==> src/logic/y_scan_defs.svh <==
`ifndef Y_SCAN_DEFS_SVH
`define Y_SCAN_DEFS_SVH

// datapath widths
`define Y_ACC_W     40
`define Y_DAC_W     16
`define Y_STEP_W    32
`define Y_PIX_W     16

// accumulator value that maps to dac code 0x8000
`define Y_ACC_MID   40'h80_0000_0000

`define Y_DAC_CMD   8'h30   // write and update channel
`define Y_SPI_BITS  24      // command byte + 16-bit code

`endif

==> src/logic/y_scan_pkg.sv <==
`default_nettype none

`include "y_scan_defs.svh"

package y_scan_pkg;

    // apb word addresses
    typedef enum logic [7:0] {
        addr_ctrl   = 8'h00,
        addr_pixels = 8'h04,
        addr_step   = 8'h08,
        addr_status = 8'h0C
    } scan_reg_addr_e;

    typedef enum logic [2:0] {
        st_idle,
        st_arm,
        st_wait_sync,
        st_acquisition,
        st_wait_window_end,
        st_return_mid
    } ramp_state_e;

    // one spi frame, sent msb first
    typedef struct packed {
        logic [7:0]          cmd;
        logic [`Y_DAC_W-1:0] code;
    } dac_frame_t;

endpackage

`default_nettype wire

==> src/logic/ramp_ctrl_if.sv <==
`timescale 1ns/100ps
`default_nettype none

`include "y_scan_defs.svh"

interface ramp_ctrl_if;
    logic [`Y_PIX_W-1:0]  pixel_count;
    logic [`Y_STEP_W-1:0] step;
    logic                 start_cmd;   // single-cycle pulses
    logic                 stop_cmd;
    logic                 running;
    logic                 stopped;
    logic                 acquire;
    logic                 direction;

    modport regs (
        output pixel_count, step, start_cmd, stop_cmd,
        input  running, stopped, acquire, direction
    );

    modport engine (
        input  pixel_count, step, start_cmd, stop_cmd,
        output running, stopped, acquire, direction
    );
endinterface

`default_nettype wire

==> src/logic/dac_spi_writer.sv <==
`timescale 1ns/100ps
`default_nettype none

`include "y_scan_defs.svh"

module dac_spi_writer (
    input  logic                clk,
    input  logic                reset,
    input  logic                start,
    input  logic [`Y_DAC_W-1:0] code,
    output logic                busy,
    output logic                cs_n,
    output logic                sclk,
    output logic                mosi
);
    import y_scan_pkg::*;

    dac_frame_t frame;
    logic [4:0] bit_cnt;   // bits left after the current one

    assign mosi = frame[`Y_SPI_BITS-1];

    // shift register, advances on each falling sclk edge
    always_ff @(posedge clk) begin
        if (start && !busy) begin
            frame.cmd  <= `Y_DAC_CMD;
            frame.code <= code;
        end else if (!cs_n && sclk && bit_cnt != 5'd0) begin
            frame <= dac_frame_t'({frame[`Y_SPI_BITS-2:0], 1'b0});
        end
    end

    always_ff @(posedge clk) begin
        if (reset) begin
            busy    <= 1'b0;
            cs_n    <= 1'b1;
            sclk    <= 1'b0;
            bit_cnt <= 5'd0;
        end else if (!busy) begin
            if (start) begin
                busy    <= 1'b1;
                bit_cnt <= 5'(`Y_SPI_BITS - 1);
            end
        end else if (cs_n) begin
            cs_n <= 1'b0;   // first bit already on mosi
        end else if (!sclk) begin
            sclk <= 1'b1;
        end else begin
            sclk <= 1'b0;
            if (bit_cnt == 5'd0) begin
                cs_n <= 1'b1;
                busy <= 1'b0;
            end else begin
                bit_cnt <= bit_cnt - 5'd1;
            end
        end
    end

endmodule

`default_nettype wire

==> src/logic/scan_regs.sv <==
`timescale 1ns/100ps
`default_nettype none

`include "y_scan_defs.svh"

module scan_regs (
    input  logic                                          clk,
    input  logic                                          reset,
    input  logic                                          psel,
    input  logic                                          penable,
    input  logic                                          pwrite,
    input  logic [$bits(y_scan_pkg::scan_reg_addr_e)-1:0] paddr,
    input  logic [31:0]                                   pwdata,
    output logic [31:0]                                   prdata,
    output logic                                          pready,
    output logic                                          pslverr,
    ramp_ctrl_if.regs                                     ctrl
);
    import y_scan_pkg::*;

    logic access;
    logic wr_access;
    logic addr_hit;

    assign access    = psel && penable;
    assign wr_access = access && pwrite;
    assign pready    = 1'b1;   // no wait states

    // writes land at the end of the access cycle
    always_ff @(posedge clk) begin
        if (reset) begin
            ctrl.pixel_count <= '0;
            ctrl.step        <= '0;
            ctrl.start_cmd   <= 1'b0;
            ctrl.stop_cmd    <= 1'b0;
        end else begin
            ctrl.start_cmd <= wr_access && (paddr == addr_ctrl) && pwdata[0];
            ctrl.stop_cmd  <= wr_access && (paddr == addr_ctrl) && pwdata[1];
            if (wr_access) begin
                case (paddr)
                    addr_pixels: ctrl.pixel_count <= pwdata[`Y_PIX_W-1:0];
                    addr_step:   ctrl.step <= pwdata[`Y_STEP_W-1:0];
                    default: ;   // ctrl handled above, status is read-only
                endcase
            end
        end
    end

    // read mux, valid during the access cycle
    always_comb begin
        prdata   = '0;
        addr_hit = 1'b1;
        case (paddr)
            addr_ctrl: begin
                prdata = '0;   // command bits read back as zero
            end
            addr_pixels: begin
                prdata = {{(32-`Y_PIX_W){1'b0}}, ctrl.pixel_count};
            end
            addr_step: begin
                prdata = {{(32-`Y_STEP_W){1'b0}}, ctrl.step};
            end
            addr_status: begin
                prdata = {28'd0, ctrl.direction, ctrl.acquire, ctrl.stopped, ctrl.running};
            end
            default: begin
                addr_hit = 1'b0;
            end
        endcase
    end

    assign pslverr = access && !addr_hit;

endmodule

`default_nettype wire

==> src/logic/y_ramp_engine.sv <==
`timescale 1ns/100ps
`default_nettype none

`include "y_scan_defs.svh"

module y_ramp_engine (
    input  logic                clk,
    input  logic                reset,
    input  logic                start_y,
    input  logic                pos_peak,
    input  logic                neg_peak,
    input  logic                dac_busy,
    ramp_ctrl_if.engine         ctrl,
    output logic                dac_start,
    output logic [`Y_DAC_W-1:0] dac_code,
    output logic                stop_xz
);
    import y_scan_pkg::*;

    typedef enum logic [1:0] {
        upd_off,
        upd_write,
        upd_step
    } upd_state_e;

    ramp_state_e          state;
    upd_state_e           upd_state;
    logic [`Y_ACC_W-1:0]  acc;
    logic [`Y_ACC_W-1:0]  step_ext;
    logic [`Y_PIX_W-1:0]  pix_cnt;
    logic [`Y_PIX_W-1:0]  pix_load;
    logic                 direction;   // 1 = ramping up
    logic                 acquire;
    logic                 sync_peak;
    logic                 stop_pending;

    assign step_ext = {{(`Y_ACC_W-`Y_STEP_W){1'b0}}, ctrl.step};

    // even pixel counts sync on the positive peak, odd ones on the negative
    assign sync_peak = ctrl.pixel_count[0] ? neg_peak : pos_peak;
    assign pix_load  = ctrl.pixel_count[0] ? (ctrl.pixel_count >> 1)
                                           : (ctrl.pixel_count >> 1) - `Y_PIX_W'(1);

    assign stop_pending = ctrl.stop_cmd || (state == st_wait_window_end)
                          || (state == st_return_mid);

    always_ff @(posedge clk) begin
        if (reset) begin
            state   <= st_idle;
            stop_xz <= 1'b0;
        end else begin
            stop_xz <= 1'b0;
            case (state)
                st_idle: if (ctrl.start_cmd) state <= st_arm;
                st_arm: begin
                    if (ctrl.stop_cmd) state <= st_idle;
                    else if (start_y) state <= st_wait_sync;
                end
                st_wait_sync: begin
                    if (ctrl.stop_cmd) state <= st_idle;
                    else if (sync_peak) state <= st_acquisition;
                end
                st_acquisition: if (ctrl.stop_cmd) state <= st_wait_window_end;
                st_wait_window_end: if (!acquire) state <= st_return_mid;
                st_return_mid: begin
                    // done once the mid-scale word has gone out
                    if (dac_start && acc == `Y_ACC_MID) begin
                        state   <= st_idle;
                        stop_xz <= 1'b1;
                    end
                end
                default: state <= st_idle;
            endcase
        end
    end

    always_ff @(posedge clk) begin
        if (reset) begin
            upd_state <= upd_off;
            acc       <= `Y_ACC_MID;
            pix_cnt   <= '0;
            direction <= 1'b1;
            acquire   <= 1'b0;
            dac_start <= 1'b0;
        end else begin
            case (upd_state)
                upd_off: begin
                    acc       <= `Y_ACC_MID;
                    pix_cnt   <= pix_load;
                    direction <= 1'b1;
                    acquire   <= 1'b0;
                    dac_start <= 1'b0;
                    if (state == st_acquisition) upd_state <= upd_write;
                end
                upd_write: begin
                    if (state == st_idle) begin
                        upd_state <= upd_off;
                    end else if (!dac_busy) begin
                        dac_start <= 1'b1;
                        upd_state <= upd_step;
                    end
                end
                upd_step: begin
                    dac_start <= 1'b0;
                    acc <= direction ? acc + step_ext : acc - step_ext;
                    if (pos_peak) begin
                        if (pix_cnt == '0) begin
                            // up-going reversal opens a new window unless stopping
                            if (direction) acquire <= !stop_pending;
                            pix_cnt   <= ctrl.pixel_count - `Y_PIX_W'(1);
                            direction <= !direction;
                        end else begin
                            pix_cnt <= pix_cnt - `Y_PIX_W'(1);
                        end
                    end
                    upd_state <= upd_write;
                end
                default: upd_state <= upd_off;
            endcase
        end
    end

    assign dac_code       = acc[`Y_ACC_W-1 -: `Y_DAC_W];
    assign ctrl.running   = (state == st_acquisition);
    assign ctrl.stopped   = (state == st_idle);
    assign ctrl.acquire   = acquire;
    assign ctrl.direction = direction;

endmodule

`default_nettype wire

==> src/logic/y_scan_top.sv <==
`timescale 1ns/100ps
`default_nettype none

`include "y_scan_defs.svh"

module y_scan_top (
    input  logic                                          clk,
    input  logic                                          reset,
    input  logic                                          psel,
    input  logic                                          penable,
    input  logic                                          pwrite,
    input  logic [$bits(y_scan_pkg::scan_reg_addr_e)-1:0] paddr,
    input  logic [31:0]                                   pwdata,
    output logic [31:0]                                   prdata,
    output logic                                          pready,
    output logic                                          pslverr,
    input  logic                                          start_y,
    input  logic                                          pos_peak,
    input  logic                                          neg_peak,
    output logic                                          dac_cs_n,
    output logic                                          dac_sclk,
    output logic                                          dac_mosi,
    output logic                                          stop_xz,
    output logic                                          adc_acquire
);
    logic                dac_start;
    logic                dac_busy;
    logic [`Y_DAC_W-1:0] dac_code;

    ramp_ctrl_if ctrl_bus ();

    scan_regs scan_regs_inst (
        .clk     (clk),
        .reset   (reset),
        .psel    (psel),
        .penable (penable),
        .pwrite  (pwrite),
        .paddr   (paddr),
        .pwdata  (pwdata),
        .prdata  (prdata),
        .pready  (pready),
        .pslverr (pslverr),
        .ctrl    (ctrl_bus.regs)
    );

    y_ramp_engine y_ramp_engine_inst (
        .clk       (clk),
        .reset     (reset),
        .start_y   (start_y),
        .pos_peak  (pos_peak),
        .neg_peak  (neg_peak),
        .dac_busy  (dac_busy),
        .ctrl      (ctrl_bus.engine),
        .dac_start (dac_start),
        .dac_code  (dac_code),
        .stop_xz   (stop_xz)
    );

    dac_spi_writer dac_spi_writer_inst (
        .clk   (clk),
        .reset (reset),
        .start (dac_start),
        .code  (dac_code),
        .busy  (dac_busy),
        .cs_n  (dac_cs_n),
        .sclk  (dac_sclk),
        .mosi  (dac_mosi)
    );

    assign adc_acquire = ctrl_bus.acquire;

endmodule

`default_nettype wire

==> config.mk <==
export PLATFORM = sky130hd
export DESIGN_NAME = y_scan_top
export DESIGN_NICKNAME = d
export VERILOG_FILES = /design/src/logic/y_scan_pkg.sv /design/src/logic/ramp_ctrl_if.sv /design/src/logic/dac_spi_writer.sv /design/src/logic/scan_regs.sv /design/src/logic/y_ramp_engine.sv /design/src/logic/y_scan_top.sv
export VERILOG_INCLUDE_DIRS = /design/src /design/src/logic
export SDC_FILE = /design/constraint.sdc
export NUM_CORES = 1
export LEC_CHECK = 0
export ABC_AREA = 1
export BUFFER_PORTS_ARGS = -buffer_cell sky130_fd_sc_hd__buf_2
export CAP_MARGIN = 5
export CORE_AREA = 2 2 155 157
export DETAILED_ROUTE_END_ITERATION = 12
export DIE_AREA = 0 0 157 159
export GPL_TIMING_DRIVEN = 1
export PLACE_DENSITY = 0.6
export SKIP_CTS_REPAIR_TIMING = 1
export SYNTH_ARGS = -nofsm -noshare
export SYNTH_HDL_FRONTEND = slang
export SYNTH_SLANG_ARGS = --single-unit
==> constraint.sdc <==
create_clock -name clk -period 4.17 [get_ports clk]
set_input_delay 0.834 -clock clk [delete_from_list [all_inputs] [get_ports clk]]
set_output_delay 0.834 -clock clk [all_outputs]
set_load 0.03 [all_outputs]
======== Word-level counts from Yosys, hierarchy flattened ========
Index checks and enable logic that the tools add are counted.
storage, ports and cells
  register bits after elaboration ......... 147
  latch bits .............................. 0
  bits in writable memories ............... 0
  ROM bits ................................ 0
  bits of input ports ..................... 48
  word-level logic and storage cells ...... 142
  memories kept ........................... 0
operators by class
  $add $sub $neg .......................... 6
  multiply operators ...................... 0
  div/mod/pow operators ................... 0
  order comparisons ....................... 0
  equality and inequality tests ........... 27
  shifts and indexed selects .............. 0
  muxes and demuxes ....................... 49
  bitwise logic cells ..................... 2
  reduce and logical (&&, ||, !) cells .... 40
operators with widths
  kind                                                                  number
  32-bit case mux with 3 select lines                                   1
  16-bit 2-to-1 mux                                                     5
  40-bit case mux with 2 select lines                                   1
  40-bit by 32-bit adder with 40-bit output                             1
  40-bit == test, second input constant                                 1
  40-bit 2-to-1 mux                                                     1
  40-bit by 32-bit subtractor with 40-bit output                        1
  16-bit case mux with 2 select lines                                   1
  16-bit by 1-bit subtractor with 16-bit output, second input constant  2
  5-bit 2-to-1 mux                                                      5
  3-bit 2-to-1 mux                                                      8
  1-bit 2-to-1 mux                                                      19
  2-bit != test, second input constant                                  9
  3-bit case mux with 6 select lines                                    1
  8-bit by 4-bit == test with 1-bit output, second input constant       2
  16-bit logical NOT                                                    1
  15-bit by 1-bit subtractor with 16-bit output, second input constant  1
  1-bit logical AND                                                     10
  2-bit AND reduction                                                   5
  8-bit by 3-bit == test with 1-bit output, second input constant       1
  8-bit logical NOT                                                     1
  2-bit by 1-bit != test with 1-bit output, second input constant       4
  4-bit AND reduction                                                   2
  2-bit nonzero test                                                    4
  other kinds (22)                                                      37

======== Depth between registers and ports, before layout ========
Gate-level depths: netlist of the first run.
  depth after elaboration ................. 8
  mapped depth ............................ 24
  mapped depth without buffers ............ 24

======== Hierarchy ========
Synthesis of the first run repeated with hierarchy kept, for this count alone.
second synthesis, totals
  cells, all modules ...................... 1722
  area total of the unflattened synthesis .. 11050.6 um^2
modules (own cells, without submodules)
  module          instances  cells each  area an instance (um^2)  sequential area each (um^2)
  y_ramp_engine   1          1178        7001.7                   1301.2
  scan_regs       1          417         2640.0                   1001.0
  dac_spi_writer  1          127         1408.9                   800.8

======== Worst setup path after synthesis of the first run ========
No wires, ideal clock.
  kind .................................... input to output
  start point ............................. in paddr[5] (netlist name)
  end point ............................... out prdata[11]
  data arrival time ....................... 2.455 ns
  path slack .............................. 0.881 ns
  stages on the path ...................... 8
  path buffers ............................ 1
  path through ............................ nor4_2 > inv_1 > nor2_1 > inv_2 > nor2_2 > inv_2 > buf_2 > o22ai_1
between the ends
  longest elaborated chain between the ends .. 2
RTL lines
  element                                                                                               RTL line          text
  from (decl)                                                                                           y_scan_top.sv:12  input logic [$bits(y_scan_pkg::scan_reg_addr_e)-1:0] paddr,
  8-bit by 4-bit == test with 1-bit output or 8-bit by 3-bit == test with 1-bit output (tied branches)  scan_regs.sv:53   case (paddr)
  32-bit case mux with 3 select lines *                                                                 scan_regs.sv:53
  to (decl)                                                                                             y_scan_top.sv:14  output logic [31:0] prdata,
Every way passes the cells marked *; elsewhere a longest branch is shown, timed or not.

======== Worst setup path after layout of the first run ========
  start point ............................. reg scan_regs_inst.ctrl.step[0]
  end point ............................... reg y_ramp_engine_inst.acc[23]
between the ends
  longest elaborated chain between the ends .. 3
RTL lines
  element                                                                                                      RTL line              text
  from (decl)                                                                                                  ramp_ctrl_if.sv:17    output pixel_count, step, start_cmd, stop_cmd,
  from (signal assigned)                                                                                       scan_regs.sv:42       addr_step: ctrl.step <= pwdata[`Y_STEP_W-1:0];
  40-bit by 32-bit subtractor with 40-bit output or 40-bit by 32-bit adder with 40-bit output (tied branches)  y_ramp_engine.sv:105  acc <= direction ? acc + step_ext : acc - step_ext;
  40-bit 2-to-1 mux *                                                                                          y_ramp_engine.sv:105
  40-bit case mux with 2 select lines *                                                                        y_ramp_engine.sv:86   case (upd_state)
  to (signal assigned)                                                                                         y_ramp_engine.sv:80   acc <= `Y_ACC_MID;
  to (signal assigned)                                                                                         y_ramp_engine.sv:88   acc <= `Y_ACC_MID;
  to (signal assigned)                                                                                         y_ramp_engine.sv:105
  to (decl)                                                                                                    y_ramp_engine.sv:28   logic [`Y_ACC_W-1:0] acc;
Marks and branches as above.
A chain may end at the register's enable or synchronous reset.

==> results.yml, run 1 <==
status:
  status: "finished clean"
routing:
  wl_um: 35900
  met2_length_um: 16700
  drt_iter0_markers: 811
  routedWlPerCell_um: 18.0
  drt_first_pass_iters: 5
  route.met3.wl_um: 2090
  vias_per_cell: 5.52
  wirelength_met1_um: 15300
  route.detailed.drc: 0
  top_layer_used: "met4"
  ant_nets: 0
  dr_total_vias: 11020
synthesis:
  synthTopCellsByCount: "381 x nand2_1, 194 x a21oi_1, 175 x nor2_1"
  yosys_warnings: 0
  async_reset_ff_share_pct: 0
  ys_seq_elements: 147
  syn_nets: 1697
  yosys_most_used_dff: "dfxtp_1"
  synth-seq-area-share_pct: 30.2
  yosysTopAreaCellShare_pct: 25.5
  synth.area.top_cells: "dfxtp_1 26%, nand2_1 14%, a21oi_1 9.5%"
  avgSynthCellArea_um2: 6.41
  synth_top_area_cell: "dfxtp_1"
  synth_area_um2: 10300
  synth_cell_types: 53
  synth_most_common_cell: "nand2_1"
  synth-edff-count: 16
  synthCells: 1602
layout:
  fin_nets: 1758
  antenna_cells: 0
  syn_to_final_growth_pct: 12.6
  final_area_um2: 11600
  drive_above_1_share_pct: 10.3
grt:
  first_global_vias: 10418
  grt_pass1_wl_um: 55800
  grt_use_total_pct: 28.7
  grt_max_degree: 90
  antenna_found_initial: 0
  grt_overflow: 0
critical_path:
  crit_fanout: 7
  worstPathRequired_ps: 4440
  cp.arrival_ps: 3990
  crit_type: "reg -> reg"
  cp_slowest_stage_delay_ps: 400
  reg2reg_to: "y_ramp_engine_inst.acc[23]"
  r2r_cells: 18
  cp-startpoint: "scan_regs_inst.ctrl.step[0]"
  reg2reg_slack_ps: 450
  worstSetupEndpointType: "flip-flop"
  cp_slowest_cell: "o21ai_0"
  startpoint_type: "flip-flop"
  r2r_start: "scan_regs_inst.ctrl.step[0]"
  cp_cell_sequence: "inv_1, ha_1, nand3_2, nor2_2, inv_2, nor2_2, nand4_1, nor2_2, inv_2, o31ai_4, xor2_1, ha_1, a21oi_1, o21ai_0, a21oi_1, nand2_1, o21ai_0, a21oi_1"
sta:
  layout_min_cycle_time_ps: 3720
  rsz0062_at_grt: "no"
  fin_hold_ws_ps: 451
  max_slew.worst_pin.slew_ps: 1070
  final.setup.tns_ps: 0
  setup_violations: 0
  drv_slew: 0
  fin_skew_ps: 9.43
  max_freq_mhz: 269
  finalCritPeriodShare_pct: 89.2
  slew_headroom_pct: 28.5
  hold_viol: 0
cts:
  insertion_delay_ps: 440
  clock_sinks: 147
  tritoncts: "yes"
  cts_made_buffers: 17
  clk_pin_slew_ps: 70
  cts_max_path_buffers: 2
  cts-htree-levels: 4
  cts-root-buf: "clkbuf_16"
power:
  pwr_density_cell_nw_per_um2: 311
  p_int_mw: 2.57
  leakage_nw: 5.06
  switching_share_pct: 28.5
  p_switching_mw: 1.02
  vdd_drop_max_mv: 0.245
  pwr-share-seq_pct: 42.6
  pwr-share-clk_pct: 45.0
  combPwrFrac_pct: 12.3
hold_path:
  holdPathStages: 2
  min_from: "dac_spi_writer_inst.frame[19]"
  holdPathEnd: "dac_spi_writer_inst.frame[20]"
  min_path_type: "reg -> reg"
floorplanning:
  die_y_um: 159
  io_pins: 87
  dieArea_um2: 25000
  num_rows: 56
  start_util_pct: 44.3
  core_area_um2: 23200
  die_w_um: 157
job:
  maxCapViolations: 0
place:
  placed_cell_area_um2: 11000
  place_congestion: 0.974
  io_buffers: 85
  hpwlAfterDp_um: 27900
==> metrics by stage <==
| stage | utilization, % | setup slack (ps) | instances | power [mW] |
|---|---|---|---|---|
| final | 49.9 | 449 | 1995 | 3.59 |
| after floorplan | - | 881 | 1602 | 1.86 |
| after CTS | 49.9 | 509 | 1995 | 3.61 |
| after detailed placement | 47.3 | 515 | 1963 | 2.00 |
| after global routing | 49.9 | 203 | 1995 | 3.72 |
| after global placement | 47.3 | 540 | 1963 | 2.00 |
==> registers in the layout, indices dropped and copies added, names as in the netlist <==
name	count
y_ramp_engine_inst.acc	40
scan_regs_inst.ctrl.step	32
dac_spi_writer_inst.frame	23
scan_regs_inst.ctrl.pixel_count	16
y_ramp_engine_inst.pix_cnt	16
dac_spi_writer_inst.bit_cnt	5
y_ramp_engine_inst.state	3
y_ramp_engine_inst.upd_state	2
dac_spi_writer_inst.busy	1
dac_spi_writer_inst.cs_n	1
dac_spi_writer_inst.mosi	1
dac_spi_writer_inst.sclk	1
scan_regs_inst.ctrl.start_cmd	1
scan_regs_inst.ctrl.stop_cmd	1
y_ramp_engine_inst.ctrl.acquire	1
y_ramp_engine_inst.ctrl.direction	1
y_ramp_engine_inst.dac_start	1
y_ramp_engine_inst.stop_xz	1
==> metal layers <==
layer	global-route usage [%]	vias up
met5	0	-
met1	36.1	5027
met4	14.7	0
met3	4.35	90
met2	47.5	394
li1	-	5509
==> area by class of cell <==
cell class,count,area [um2]
inverter,161,604
clock buffer,17,425
sequential,147,3100
tap,319,399
timing repair buffer,97,518
fill,2464,11600
multi-input combinational,1239,6340
clock inverter,15,179
==> cell usage in the layout (no fill, tap or decap), drive strengths merged, types with 2 or more instances in the layout <==
| cell | n |
|---|---|
| ha | 46 |
| o21a | 6 |
| a21oi | 195 |
| xnor2 | 2 |
| o221ai | 4 |
| nand2 | 384 |
| clkinvlp | 3 |
| clkbuf | 17 |
| nor4 | 14 |
| nand3b | 15 |
| a31oi | 8 |
| and3 | 3 |
| nand3 | 100 |
| nor2 | 187 |
| nor3 | 28 |
| xor2 | 35 |
| o211ai | 2 |
| bufinv | 3 |
| edfxtp | 16 |
| nand4 | 22 |
| or2 | 9 |
| a211oi | 4 |
| o21ai | 147 |
| clkinv | 6 |
| o311ai | 3 |
| o31ai | 3 |
| a21o | 3 |
| o22ai | 12 |
| dfxtp | 131 |
| buf | 97 |
| inv | 164 |
==> how the worst max path moves through the flow <==
stage	to
6_report	y_ramp_engine_inst.acc[23]
5_1_grt	y_ramp_engine_inst.acc[39]
4_1_cts	prdata[20]
3_5_place_dp	prdata[20]
3_3_place_gp	prdata[1]
2_1_floorplan	prdata[11]
==> power by group through the flow <==
stage	sequential (mW)	clock [mW]	combinational, mW
after CTS	1.53	1.64	0.441
after global routing	1.54	1.69	0.492
after global placement	1.56	0	0.435
final	1.53	1.62	0.443
after floorplan	1.56	0	0.300
after detailed placement	1.56	0	0.441
==> cells by family after synthesis <==
family                   count (synthesis)  synth area share, %
flip-flops                             147                 30.2
AO/OA/AOI/OAI                          392                 20.4
AND/OR/NAND/NOR                        762                 32.2
buffers and inverters                  216                 8.16
adder cells (fa/ha/maj)                 47                 5.80
other                                    1               0.0365
XOR/XNOR                                37                 3.15
==> critical path: cells and delay by family, from the launching register on <==
| family | cells | cell delay [ps] |
|---|---|---|
| compound gates | 6 | 1390 |
| xor+xnor | 1 | 190 |
| fa+ha+maj | 2 | 500 |
| buf+inv | 3 | 220 |
| flops | 1 | 360 |
| simple gates | 6 | 890 |
Note: power is estimated with default switching activity, not from simulation.
==> run 2: changes to the inputs <==
--- a/config.mk
+++ b/config.mk
@@ -6,12 +6,11 @@
 export SDC_FILE = /design/constraint.sdc
 export NUM_CORES = 1
 export LEC_CHECK = 0
-export ABC_AREA = 1
 export BUFFER_PORTS_ARGS = -buffer_cell sky130_fd_sc_hd__buf_2
 export CAP_MARGIN = 5
-export CORE_AREA = 2 2 155 157
+export CORE_AREA = 2 2 150 152
 export DETAILED_ROUTE_END_ITERATION = 12
-export DIE_AREA = 0 0 157 159
+export DIE_AREA = 0 0 152 154
 export GPL_TIMING_DRIVEN = 1
 export PLACE_DENSITY = 0.6
 export SKIP_CTS_REPAIR_TIMING = 1
==> run 2 against run 1 <==
Die area decreased by 6.2%. Area after synthesis decreased by 5.9%. Sequential power decreased by 5%. Global-route usage decreased by 5.6 points. Non-clock buffer count increased by 59. Critical path depth decreased by 2. First-iteration DRC count decreased by 40%. Cell area decreased by 2.4%. Utilization increased by 2.2 points. Routed wire length decreased by 24%. Critical path type unchanged. Critical endpoint is now y_ramp_engine_inst.acc[39]. Largest power group unchanged. Highest routed layer unchanged.
==> results.yml, run 2 <==
sta:
  layout_min_cycle_time_ps: 4120
  hold_viol: 0
  fin_skew_ps: 13.1
  max_slew.worst_pin.slew_ps: 969
  rsz0062_at_grt: "yes"
  setup_violations: 0
  fin_hold_ws_ps: 474
  finalCritPeriodShare_pct: 98.8
  drv_slew: 0
  fin_ws_ps: 50.0
  max_freq_mhz: 243
  slew_headroom_pct: 35.3
  final.setup.tns_ps: 0
cts:
  clk_pin_slew_ps: 70
  cts_max_path_buffers: 2
  clock_sinks: 147
  cts_made_buffers: 17
  cts-htree-levels: 4
  insertion_delay_ps: 440
  cts-root-buf: "clkbuf_16"
  tritoncts: "yes"
synthesis:
  synth_area_um2: 9670
  synth_cell_types: 86
  synthTopCellsByCount: "197 x nand2_1, 144 x a21oi_1, 131 x dfxtp_1"
  yosys_warnings: 0
  synthCells: 1244
  avgSynthCellArea_um2: 7.77
  syn_nets: 1339
  yosysTopAreaCellShare_pct: 27.1
  synth-edff-count: 16
  async_reset_ff_share_pct: 0
  synth-seq-area-share_pct: 32.1
  synth_most_common_cell: "nand2_1"
  ys_seq_elements: 147
  synth_top_area_cell: "dfxtp_1"
  synth.area.top_cells: "dfxtp_1 27%, nand2_1 7.6%, a21oi_1 7.5%"
  yosys_most_used_dff: "dfxtp_1"
layout:
  top_regs: "y_ramp_engine_inst.acc (40), scan_regs_inst.ctrl.step (32), dac_spi_writer_inst.frame (23)"
  fin_util_pct: 52.0
  final_cell_mix: "197 x nand2_1, 139 x a21oi_1, 131 x dfxtp_1, 120 x nor2_1, 84 x buf_2"
  drive_above_1_share_pct: 17.4
  syn_to_final_growth_pct: 16.7
  antenna_cells: 0
  max_flop_register: "y_ramp_engine_inst.acc"
  multiInputGateArea_um2: 6220
  seq_area_um2: 3100
  final_area_um2: 11300
  stdcell_count: 1634
  n_fill_cell: 2115
  final_common_cell: "nand2_1"
  largest_reg_flops: 40
  fin_nets: 1436
power:
  leakage_nw: 4.85
  p_int_mw: 2.29
  pwr-share-seq_pct: 47.6
  combPwrFrac_pct: 4.0
  power_mw: 3.07
  pwr_density_cell_nw_per_um2: 272
  pwr-share-clk_pct: 48.4
  switching_share_pct: 25.6
  p_switching_mw: 0.787
  vdd_drop_max_mv: 0.255
critical_path:
  r2r_start: "scan_regs_inst.ctrl.step[15]"
  cp_slowest_cell: "or4_4"
  crit_fanout: 5
  cp_slowest_stage_delay_ps: 540
  reg2reg_slack_ps: 50
  crit_top_cell: "or4_4"
  cp_cell_sequence: "or4_4, or4_4, or3_4, nor3_1, nor2_1, xor2_1, ha_1, and3_1, a31o_2, a21o_1, a31oi_1, o21ai_2, a221o_1, o211ai_2, o41ai_2, o21bai_1"
  startpoint_type: "flip-flop"
  worstSetupEndpointType: "flip-flop"
  worstPathRequired_ps: 4540
  crit_type: "reg -> reg"
  cp.arrival_ps: 4490
  r2r_cells: 16
  reg2reg_to: "y_ramp_engine_inst.acc[39]"
floorplanning:
  dieArea_um2: 23400
  num_rows: 54
  core_area_um2: 21700
  die_y_um: 154
  io_pins: 87
  start_util_pct: 44.6
  die_w_um: 152
place:
  placed_cell_area_um2: 10700
  place_congestion: 0.869
  hpwlAfterDp_um: 20200
  place_ws_ps: -68.2
  dpl.cell_count: 1602
  io_buffers: 85
routing:
  dr_total_vias: 9178
  route.detailed.drc: 0
  drt_iter0_markers: 485
  routedWlPerCell_um: 16.7
  wl_um: 27300
  ant_nets: 0
  vias_per_cell: 5.62
  drt_first_pass_iters: 5
grt:
  first_global_vias: 8614
  grt_use_total_pct: 23.1
  grt_overflow: 0
  grt_pass1_wl_um: 44400
  antenna_found_initial: 0
  grt_max_degree: 61
hold_path:
  min_path_type: "reg -> reg"
  holdPathStages: 2
  min_from: "dac_spi_writer_inst.frame[21]"
  holdPathEnd: "dac_spi_writer_inst.frame[21]"
status:
  status: "finished clean"
job:
  maxCapViolations: 0
==> run 2: cell types whose count changed after synthesis, sizes merged, moves of 17 or more <==
cell and change:
nor2 -66, inv -136, a22oi +27, a22o +23
nand2 -187, a21oi -50, nand3 -83, o21ai -107
xnor2 +39, and2 +28, clkbuf +21, a21o +17
==> run 2: logic make-up (layout without fill, tap and decap cells) <==
logic type                 Yosys count  in the layout  synth area share [%]
adders and majority gates           47             47                  6.16
DFF                                147            147                  32.1
and+or+nand+nor                    500            500                  24.5
AOI/OAI and AO/OA                  348            348                  23.5
other                                1              1                0.0388
buffers and inverters              102            212                  4.56
muxes                               16             16                  1.68
xor gates and xnor gates            83             83                  7.52
==> run 2: worst max-delay path: cells and delay by family (launching register included) <==
| family | cells | cell delay [ps] |
|---|---|---|
| DFF | 1 | 310 |
| AOI/OAI and AO/OA | 8 | 1450 |
| and+or+nand+nor | 6 | 1760 |
| adders and majority gates | 1 | 350 |
| xor gates and xnor gates | 1 | 160 |
==> run 2: worst max path at each step <==
stage | start | to
final | scan_regs_inst.ctrl.step[15] | y_ramp_engine_inst.acc[39]
after global routing | scan_regs_inst.ctrl.step[15] | y_ramp_engine_inst.acc[39]
after CTS | scan_regs_inst.ctrl.step[15] | y_ramp_engine_inst.acc[34]
after detailed placement | scan_regs_inst.ctrl.step[15] | y_ramp_engine_inst.acc[39]
after global placement | scan_regs_inst.ctrl.step[15] | y_ramp_engine_inst.acc[39]
after floorplan | scan_regs_inst.ctrl.step[15] | y_ramp_engine_inst.acc[39]
==> run 2: final cells by class <==
| class | count | share of cell area (%) |
|---|---|---|
| clock buffers | 18 | 3.89 |
| clock inverters | 14 | 1.03 |
| inverters | 24 | 0.798 |
| multi-input cells | 995 | 55.1 |
| flip-flops and latches | 147 | 27.5 |
| well taps | 280 | 3.10 |
| repair buffers | 156 | 8.55 |
==> run 2: per-layer routing <==
| metal | share of wire (%) | vias to the layer above | wire [um] | track usage (%) |
|---|---|---|---|---|
| met5 | 0 | - | 0 | 0 |
| met4 | 1.8 | 0 | 482 | 6.54 |
| met3 | 4.5 | 36 | 1220 | 4.09 |
| met2 | 46 | 211 | 12500 | 37.5 |
| met1 | 48 | 4283 | 13100 | 31.6 |
| li1 | - | 4648 | - | - |
==> run 2: power groups by stage <==
stage	registers (mW)	logic, mW	clock network [mW]
floorplan	1.48	0.0858	0
global placement	1.49	0.122	0
detailed placement	1.49	0.123	0
CTS	1.46	0.123	1.51
global route	1.46	0.138	1.58
finish	1.46	0.124	1.49
